[src/rtl/decode_pkg.sv]
// Decode stage package with RV32I field widths, opcodes, unit indices and stage structs
`default_nettype none

package decode_pkg;

    ////////////////////////////////////////////////////////////
    // Widths
    localparam int XLEN = 32;

    typedef logic [31:0]     instr_t;
    typedef logic [XLEN-1:0] data_t;
    typedef logic [4:0]      reg_addr_t;
    typedef logic [2:0]      fn3_t;
    typedef logic [4:0]      opcode_trim_t;   // opcode[6:2]

    ////////////////////////////////////////////////////////////
    // Trimmed opcodes
    localparam opcode_trim_t LUI_T       = 5'b01101;
    localparam opcode_trim_t AUIPC_T     = 5'b00101;
    localparam opcode_trim_t JAL_T       = 5'b11011;
    localparam opcode_trim_t JALR_T      = 5'b11001;
    localparam opcode_trim_t BRANCH_T    = 5'b11000;
    localparam opcode_trim_t LOAD_T      = 5'b00000;
    localparam opcode_trim_t STORE_T     = 5'b01000;
    localparam opcode_trim_t ARITH_T     = 5'b01100;
    localparam opcode_trim_t ARITH_IMM_T = 5'b00100;
    // Units not present in this core
    localparam opcode_trim_t AMO_T       = 5'b01011;
    localparam opcode_trim_t FENCE_T     = 5'b00011;
    localparam opcode_trim_t SYSTEM_T    = 5'b11100;

    ////////////////////////////////////////////////////////////
    // Execution units
    localparam int NUM_UNITS = 3;
    localparam int ALU_ID    = 0;
    localparam int BRANCH_ID = 1;
    localparam int LS_ID     = 2;

    typedef logic [NUM_UNITS-1:0] unit_vec_t;   // One bit per unit

    // ALU operation and logic path selects
    localparam logic [1:0] ALU_ADD_SUB   = 2'b00;
    localparam logic [1:0] ALU_SLT       = 2'b01;
    localparam logic [1:0] ALU_LSHIFT    = 2'b10;
    localparam logic [1:0] ALU_RSHIFT    = 2'b11;

    localparam logic [1:0] ALU_LOGIC_ADD = 2'b00;
    localparam logic [1:0] ALU_LOGIC_XOR = 2'b01;
    localparam logic [1:0] ALU_LOGIC_OR  = 2'b10;
    localparam logic [1:0] ALU_LOGIC_AND = 2'b11;

    // Integer funct3 encodings
    localparam fn3_t ADD_SUB_fn3 = 3'b000;
    localparam fn3_t SLL_fn3     = 3'b001;
    localparam fn3_t SLT_fn3     = 3'b010;
    localparam fn3_t SLTU_fn3    = 3'b011;
    localparam fn3_t XOR_fn3     = 3'b100;
    localparam fn3_t SRA_fn3     = 3'b101;   // Also SRL
    localparam fn3_t OR_fn3      = 3'b110;
    localparam fn3_t AND_fn3     = 3'b111;

    ////////////////////////////////////////////////////////////
    // Stage structs
    typedef struct packed {
        data_t  pc;
        instr_t instruction;
        logic   uses_rs1;
        logic   uses_rs2;
        logic   uses_rd;
        logic   rd_zero;
    } ib_entry_t;

    typedef struct packed {
        unit_vec_t request;
        logic      is_load;
        logic      is_store;
        logic      illegal;
    } instr_class_t;

    typedef struct packed {
        logic [XLEN:0] in1;        // Extension bit above data
        logic [XLEN:0] in2;
        logic          subtract;
        logic [1:0]    op;
        logic [1:0]    logic_op;
    } alu_inputs_t;

    typedef struct packed {
        data_t       virtual_address;
        data_t       rs2;
        logic [11:0] offset;
        fn3_t        fn3;
        logic        load;
        logic        store;
        logic        load_store_forward;
    } ls_inputs_t;

endpackage

`default_nettype wire

[src/rtl/unit_classifier.sv]
// Instruction classifier mapping the opcode to a unit request and flagging illegal encodings
`timescale 1ns/1ps
`default_nettype none

module unit_classifier
    import decode_pkg::*;
(
    input  ib_entry_t    ib,
    output instr_class_t instr_class
);

    opcode_trim_t opcode_trim;
    logic         full_width;     // Low opcode bits must be 2'b11
    logic         mul_div_op;
    logic         absent_unit_op;

    assign opcode_trim = ib.instruction[6:2];
    assign full_width  = (ib.instruction[1:0] == 2'b11);
    assign mul_div_op  = ib.instruction[25];

    // Opcodes of units this core does not have
    assign absent_unit_op = opcode_trim inside {AMO_T, FENCE_T, SYSTEM_T};

    assign instr_class.request[BRANCH_ID] = full_width &&
        (opcode_trim inside {BRANCH_T, JAL_T, JALR_T});

    assign instr_class.request[ALU_ID] = full_width &&
        ((opcode_trim inside {LUI_T, AUIPC_T, ARITH_IMM_T}) ||
         ((opcode_trim == ARITH_T) && !mul_div_op));

    assign instr_class.request[LS_ID] = full_width &&
        (opcode_trim inside {LOAD_T, STORE_T});

    assign instr_class.is_load  = full_width && (opcode_trim == LOAD_T);
    assign instr_class.is_store = full_width && (opcode_trim == STORE_T);

    // Anything without a unit is illegal, M extension included
    assign instr_class.illegal = absent_unit_op || !(|instr_class.request);

endmodule

`default_nettype wire

[src/rtl/load_forward_tracker.sv]
// Load-to-store forward tracker remembering the last load destination
`timescale 1ns/1ps
`default_nettype none

module load_forward_tracker
    import decode_pkg::*;
(
    input  logic         clk,
    input  logic         rst,
    input  ib_entry_t    ib,
    input  instr_class_t instr_class,
    input  unit_vec_t    unit_issue,
    output logic         load_store_forward
);

    reg_addr_t rd_addr;
    reg_addr_t rs2_addr;
    reg_addr_t load_rd;
    logic      last_was_load;
    logic      issued;
    logic      load_issued;

    assign rd_addr     = ib.instruction[11:7];
    assign rs2_addr    = ib.instruction[24:20];
    assign issued      = |unit_issue;
    assign load_issued = unit_issue[LS_ID] & instr_class.is_load;

    always_ff @(posedge clk) begin
        if (load_issued)
            load_rd <= rd_addr;
    end

    always_ff @(posedge clk) begin
        if (rst) begin
            last_was_load <= 1'b0;
        end else if (issued) begin
            if (load_issued)
                last_was_load <= 1'b1;
            else if (ib.uses_rd && (rd_addr == load_rd))
                last_was_load <= 1'b0;   // Load result overwritten
        end
    end

    assign load_store_forward = instr_class.is_store && last_was_load && (rs2_addr == load_rd);

endmodule

`default_nettype wire

[src/rtl/issue_control.sv]
// Issue control combining unit requests, readiness, operand hazards and forwarding
`timescale 1ns/1ps
`default_nettype none

module issue_control
    import decode_pkg::*;
(
    input  logic         instr_valid,
    input  logic         issue_hold,
    input  ib_entry_t    ib,
    input  instr_class_t instr_class,
    input  unit_vec_t    unit_ready,
    input  logic         rs1_conflict,
    input  logic         rs2_conflict,
    input  logic         load_store_forward,
    output unit_vec_t    unit_issue,
    output logic         instr_pop
);

    logic      issue_valid;
    logic      rs1_blocked;
    logic      rs2_blocked;
    logic      operands_ready;
    logic      ls_operands_ready;
    unit_vec_t issue_ready;

    assign issue_valid = instr_valid & ~issue_hold;

    // Only operands the instruction reads can stall it
    assign rs1_blocked = rs1_conflict & ib.uses_rs1;
    assign rs2_blocked = rs2_conflict & ib.uses_rs2;

    assign operands_ready    = ~rs1_blocked & ~rs2_blocked;
    assign ls_operands_ready = ~rs1_blocked & ~(rs2_blocked & ~load_store_forward);

    ////////////////////////////////////////////////////////////
    // Unit readiness
    assign issue_ready[ALU_ID]    = instr_class.request[ALU_ID] & unit_ready[ALU_ID];
    assign issue_ready[BRANCH_ID] = instr_class.request[BRANCH_ID] &
                                    (unit_ready[BRANCH_ID] | ~ib.uses_rd);
    assign issue_ready[LS_ID]     = instr_class.request[LS_ID] & unit_ready[LS_ID];

    assign unit_issue[ALU_ID]    = issue_valid & operands_ready & issue_ready[ALU_ID];
    assign unit_issue[BRANCH_ID] = issue_valid & operands_ready & issue_ready[BRANCH_ID];
    assign unit_issue[LS_ID]     = issue_valid & ls_operands_ready & issue_ready[LS_ID];

    assign instr_pop = |unit_issue;   // Buffer advances on any issue

endmodule

`default_nettype wire

[src/rtl/alu_operand_builder.sv]
// ALU operand builder registering operands and operation selects on ALU issue
`timescale 1ns/1ps
`default_nettype none

module alu_operand_builder
    import decode_pkg::*;
(
    input  logic        clk,
    input  logic        rst,
    input  ib_entry_t   ib,
    input  data_t       rs1_data,
    input  data_t       rs2_data,
    input  logic        alu_issue,
    output logic        alu_start,
    output alu_inputs_t alu_inputs
);

    opcode_trim_t opcode_trim;
    fn3_t         fn3;
    logic         is_upper;      // LUI or AUIPC
    data_t        op1;
    data_t        op2;
    logic         alu_sub;
    logic [1:0]   alu_op;
    logic [1:0]   alu_logic_op;

    assign opcode_trim = ib.instruction[6:2];
    assign fn3         = ib.instruction[14:12];
    assign is_upper    = opcode_trim inside {LUI_T, AUIPC_T};

    ////////////////////////////////////////////////////////////
    // Operand selection
    always_comb begin
        if (opcode_trim == LUI_T)
            op1 = '0;
        else if (opcode_trim == AUIPC_T)
            op1 = ib.pc;
        else
            op1 = rs1_data;
    end

    always_comb begin
        if (is_upper)
            op2 = {ib.instruction[31:12], 12'b0};
        else if (opcode_trim == ARITH_IMM_T)
            op2 = data_t'(signed'(ib.instruction[31:20]));
        else
            op2 = rs2_data;
    end

    // Sub for SUB and SLT[U][I]
    assign alu_sub = !is_upper && ((fn3 inside {SLT_fn3, SLTU_fn3}) ||
        ((fn3 == ADD_SUB_fn3) && ib.instruction[30] && (opcode_trim == ARITH_T)));

    always_comb begin
        case (fn3)
            SLT_fn3, SLTU_fn3: alu_op = ALU_SLT;
            SLL_fn3:           alu_op = ALU_LSHIFT;
            SRA_fn3:           alu_op = ALU_RSHIFT;
            default:           alu_op = ALU_ADD_SUB;   // ADD_SUB and logic ops
        endcase
    end

    always_comb begin
        case (fn3)
            XOR_fn3: alu_logic_op = ALU_LOGIC_XOR;
            OR_fn3:  alu_logic_op = ALU_LOGIC_OR;
            AND_fn3: alu_logic_op = ALU_LOGIC_AND;
            default: alu_logic_op = ALU_LOGIC_ADD;
        endcase
    end

    ////////////////////////////////////////////////////////////
    // Registered outputs
    always_ff @(posedge clk) begin
        if (alu_issue) begin
            // Unsigned compare when fn3[0] set
            alu_inputs.in1      <= {op1[XLEN-1] & ~fn3[0], op1};
            alu_inputs.in2      <= {op2[XLEN-1] & ~fn3[0], op2};
            alu_inputs.subtract <= alu_sub;
            alu_inputs.op       <= is_upper ? ALU_ADD_SUB : alu_op;
            alu_inputs.logic_op <= is_upper ? ALU_LOGIC_ADD : alu_logic_op;
        end
    end

    always_ff @(posedge clk) begin
        if (rst)
            alu_start <= 1'b0;
        else
            alu_start <= alu_issue;
    end

endmodule

`default_nettype wire

[src/rtl/ls_operand_builder.sv]
// Load/store operand builder forming offset, virtual address and control fields
`timescale 1ns/1ps
`default_nettype none

module ls_operand_builder
    import decode_pkg::*;
(
    input  ib_entry_t    ib,
    input  instr_class_t instr_class,
    input  data_t        rs1_data,
    input  data_t        rs2_data,
    input  logic         rs2_conflict,
    output ls_inputs_t   ls_inputs
);

    logic [11:0] ls_offset;

    // Stores split the immediate around rd
    assign ls_offset = instr_class.is_store ?
                       {ib.instruction[31:25], ib.instruction[11:7]} :
                       ib.instruction[31:20];

    assign ls_inputs.offset          = ls_offset;
    assign ls_inputs.virtual_address = rs1_data + data_t'(signed'(ls_offset));
    assign ls_inputs.rs2             = rs2_data;
    assign ls_inputs.fn3             = ib.instruction[14:12];   // Width and sign
    assign ls_inputs.load            = instr_class.is_load;
    assign ls_inputs.store           = instr_class.is_store;

    // Store data still pending from an earlier load
    assign ls_inputs.load_store_forward = instr_class.is_store & rs2_conflict;

endmodule

`default_nettype wire

[src/rtl/decode_issue.sv]
// Decode and issue stage top level for the RV32I in-order core
`timescale 1ns/1ps
`default_nettype none

module decode_issue
    import decode_pkg::*;
(
    input  logic        clk,
    input  logic        rst,

    // Instruction buffer head
    input  ib_entry_t   ib,
    input  logic        instr_valid,
    output logic        instr_pop,

    input  logic        issue_hold,
    input  unit_vec_t   unit_ready,

    // Register file
    input  data_t       rs1_data,
    input  data_t       rs2_data,
    input  logic        rs1_conflict,
    input  logic        rs2_conflict,

    output unit_vec_t   unit_issue,
    output logic        alu_start,
    output alu_inputs_t alu_inputs,
    output ls_inputs_t  ls_inputs,
    output logic        illegal_instruction
);

    instr_class_t instr_class;
    logic         load_store_forward;

    ////////////////////////////////////////////////////////////
    // Classification and hazard tracking
    unit_classifier u_unit_classifier (
        .ib          (ib),
        .instr_class (instr_class)
    );

    load_forward_tracker u_load_forward_tracker (
        .clk                (clk),
        .rst                (rst),
        .ib                 (ib),
        .instr_class        (instr_class),
        .unit_issue         (unit_issue),
        .load_store_forward (load_store_forward)
    );

    issue_control u_issue_control (
        .instr_valid        (instr_valid),
        .issue_hold         (issue_hold),
        .ib                 (ib),
        .instr_class        (instr_class),
        .unit_ready         (unit_ready),
        .rs1_conflict       (rs1_conflict),
        .rs2_conflict       (rs2_conflict),
        .load_store_forward (load_store_forward),
        .unit_issue         (unit_issue),
        .instr_pop          (instr_pop)
    );

    ////////////////////////////////////////////////////////////
    // Unit operands
    alu_operand_builder u_alu_operand_builder (
        .clk        (clk),
        .rst        (rst),
        .ib         (ib),
        .rs1_data   (rs1_data),
        .rs2_data   (rs2_data),
        .alu_issue  (unit_issue[ALU_ID]),
        .alu_start  (alu_start),
        .alu_inputs (alu_inputs)
    );

    ls_operand_builder u_ls_operand_builder (
        .ib           (ib),
        .instr_class  (instr_class),
        .rs1_data     (rs1_data),
        .rs2_data     (rs2_data),
        .rs2_conflict (rs2_conflict),
        .ls_inputs    (ls_inputs)
    );

    assign illegal_instruction = instr_class.illegal;

endmodule

`default_nettype wire

[config.mk]
export PLATFORM = sky130hd
export DESIGN_NAME = decode_issue
export DESIGN_NICKNAME = d
export VERILOG_FILES = /design/src/rtl/decode_pkg.sv /design/src/rtl/unit_classifier.sv /design/src/rtl/load_forward_tracker.sv /design/src/rtl/issue_control.sv /design/src/rtl/alu_operand_builder.sv /design/src/rtl/ls_operand_builder.sv /design/src/rtl/decode_issue.sv
export SDC_FILE = /design/constraint.sdc
export NUM_CORES = 1
export LEC_CHECK = 0
export BUFFER_PORTS_ARGS = -buffer_cell sky130_fd_sc_hd__buf_4
export CAP_MARGIN = 20
export CORE_MARGIN = 1
export CORE_UTILIZATION = 42
export DETAILED_ROUTE_END_ITERATION = 16
export GPL_TIMING_DRIVEN = 0
export PLACE_DENSITY = 0.75
export RECOVER_POWER = 50
export SYNTH_ARGS = -nofsm -noshare
export SYNTH_HDL_FRONTEND = slang
export SYNTH_SLANG_ARGS = --single-unit
export TNS_END_PERCENT = 20
[constraint.sdc]
create_clock -name clk -period 5.55 [get_ports clk]
set_clock_uncertainty 0.15 [all_clocks]
set_input_delay 0.555 -clock clk [delete_from_list [all_inputs] [get_ports clk]]
set_output_delay 0.555 -clock clk [all_outputs]
set_load 0.01 [all_outputs]
==> flow_summary.json <==
{
  "status": "finished, final reports clean",
  "r2r_start": "u_load_forward_tracker.load_rd[1]",
  "place_area_sq_um": 8180,
  "ys_seq_area_share_pct": 40.9,
  "syn_to_final_growth_pct": 41.8,
  "place_congestion": 0.892,
  "first_pass_iters": 5,
  "power.leakage_nw": 3.43,
  "grt_pass1_vias": 5523,
  "pre_cts_slack_ps": 548,
  "rr_worst_depth": 8,
  "routed_via_density": 5.18,
  "syn_inst": 652,
  "drc": 0,
  "start_kind": "primary input",
  "cts.htree.levels": 3,
  "reg2reg_slack_ps": 3560,
  "yosysTopAreaCell": "edfxtp_1",
  "synth.distinct_cells": 52,
  "clkSinkCount": 78,
  "hold_path_class": "primary input to flop",
  "antenna_found_initial": 2,
  "finalHoldViolations": 0,
  "tns_ps": 0,
  "r2r_end": "u_load_forward_tracker.last_was_load",
  "fin_nets": 1136,
  "track_usage_pct": 29.3,
  "clkLatencyLatePin_ps": 340,
  "worstHoldStart": "rst",
  "numCtsBuffers": 9,
  "cts_setup_buffers": 0,
  "endpoint": "ls_inputs[74]",
  "worst_ep_required_time_ps": 4850,
  "stdcell_area_sq_um": 8050,
  "hold_buffers": 0,
  "wire_per_inst_um": 18.0,
  "fp.coreArea_sq_um": 13200,
  "place_hpwl_mm": 16.8,
  "vdd_drop_max_mv": 0.116,
  "synth_seq_cells": 78,
  "synthTopCellsByCount": "133 x nand2_1, 76 x edfxtp_1, 72 x o21ai_0, 66 x a21oi_1, 43 x buf_4",
  "grt.overflow.total": 0,
  "avgSynthCellArea_sq_um": 8.71,
  "pin_count": 300,
  "portBuffers": 297,
  "grt_pass1_wl_mm": 31.1,
  "synth_edf_count": 76,
  "syn_area_sq_um": 5680,
  "cts_max_path_buffers": 2,
  "rsz0062_at_grt": "false",
  "grt_max_degree": 32,
  "vias": 5940,
  "synth_area_leaders": "edfxtp_1 40%, nand2_1 8.8%, ha_1 6.8%, o21ai_0 6.3%, a21oi_1 5.8%",
  "arrival_ps": 4350,
  "drive_gt1_share_pct": 26.0,
  "synth.most_common_cell": "nand2_1",
  "die_w_um": 118,
  "start_util_pct": 43.0,
  "synth_top_area_share_pct": 40.2,
  "cts_tree": "built",
  "max_cap_viol_count": 0,
  "clk_pin_slew_ps": 60,
  "slew_headroom_pct": 10.2,
  "drtIter0Drc": 515,
  "design_power_total_mw": 1.83,
  "pwr_density_cell_nw_per_um2": 227,
  "yosys_warnings": 0,
  "maxSlewViolCount": 0,
  "period_share_pct": 91.1,
  "crit_path_end_kind": "output port",
  "die_area_sq_um": 14000,
  "final-setup-viol-count": 0,
  "tightestPinTransition_ps": 1350,
  "setup_ws_ps": 494,
  "cts_resized": 0,
  "wl_mm": 20.7,
  "max_freq_ghz": 0.198,
  "root_buffer": "clkbuf_16",
  "crit_fanout": 6,
  "async_flop_share_pct": 0,
  "chipHeight_um": 118,
  "crit_type": "primary input to output port",
  "period_minus_slack_ps": 5060,
  "rows": 42,
  "antenna_left": 0,
  "synth_ff_type": "edfxtp_1",
  "synth.net_count": 825,
  "crit_start": "ib[7]",
  "nFillCells": 1286
}
==> area by class of cell <==
| cell class | count | area (sq um) | area share (%) |
|---|---|---|---|
| multi-input cells | 486 | 2860 | 35.6 |
| flip-flops and latches | 78 | 2320 | 28.9 |
| repair buffers | 300 | 1820 | 22.6 |
| plain buffers | 74 | 440 | 5.47 |
| clock buffers | 9 | 225 | 2.80 |
| well taps | 176 | 220 | 2.74 |
| clock inverters | 7 | 98.8 | 1.23 |
| inverters | 14 | 52.6 | 0.653 |
| diodes | 2 | 5.00 | 0.0622 |
==> how the worst min path moves through the flow <==
stage | to | slack, ps | depth (start not counted)
2_1_floorplan | u_load_forward_tracker.last_was_load | 310 | 2
3_5_place_dp | u_load_forward_tracker.last_was_load | 360 | 2
3_3_place_gp | u_load_forward_tracker.last_was_load | 350 | 2
4_1_cts | u_load_forward_tracker.last_was_load | 220 | 2
6_report | u_load_forward_tracker.last_was_load | 240 | 2
5_1_grt | u_load_forward_tracker.last_was_load | 230 | 2
==> power breakdown <==
group	total, mW	switching [mW]	internal, mW
sequential	0.650	0.000310	0.650
combinational	0.535	0.276	0.258
clock	0.641	0.246	0.395
==> logic make-up after synthesis <==
group / share of synthesized area, %
simple gates: 17.5
compound gates: 18.6
xor+xnor: 5.55
flops: 40.9
mux: 1.56
fa+ha+maj: 7.19
buf+inv: 8.68
==> worst max-delay path, cell delays in order <==
cell and delay, ps:
clkbuf_4 110, nor2_1 280, nand4_1 230, inv_1 110, nand2_1 180, mux2_2 320
ha_1 160, inv_1 60, fa_1 400, nor2b_1 190, o2111ai_1 170, a21boi_1 330
a21oi_1 150, o21ai_0 330, nand4_1 210, a31oi_1 230, xor2_1 200, buf_4 150
==> routing by layer <==
layer	wire length [um]	up-vias	share of wire, %	global-route usage (%)
met5	0	-	0	0
met4	924	0	4.5	14.3
met3	1430	53	6.9	4.68
met2	9910	288	48	48.8
met1	8420	2697	41	37.0
li1	-	2902	-	-
==> sequential cells by signal (all words and copies together), names as in the netlist <==
name,flops
u_load_forward_tracker.load_rd,5
u_load_forward_tracker.last_was_load,1
u_alu_operand_builder.alu_start,1
u_alu_operand_builder.alu_inputs,71
==> metrics by stage <==
| step | utilization (%) | hold WS, ps | instances |
|---|---|---|---|
| after global placement | 61.6 | 346 | 1125 |
| after CTS | 64.5 | 224 | 1144 |
| after global routing | 61.0 | 231 | 1146 |
| after detailed placement | 62.0 | 356 | 1128 |
| final | 61.0 | 236 | 1146 |
| after floorplan | - | 305 | 652 |
==> cells in the final DEF (no fill, tap or decap), drive strengths merged, types with 3 or more instances in the layout <==
cell,n
nor2b,7
nand4,5
and3,8
nand2,133
nor4,4
nand3,11
nor3,9
a41oi,3
mux2,7
o21a,3
a21o,13
clkinv,4
buf,222
xnor2,19
and2,3
a21oi,66
clkbuf,161
o21ai,73
inv,14
xor2,17
edfxtp,76
o211ai,3
ha,31
nor2,38
a31oi,6
a211oi,3
(Power assumes the default switching activity.)
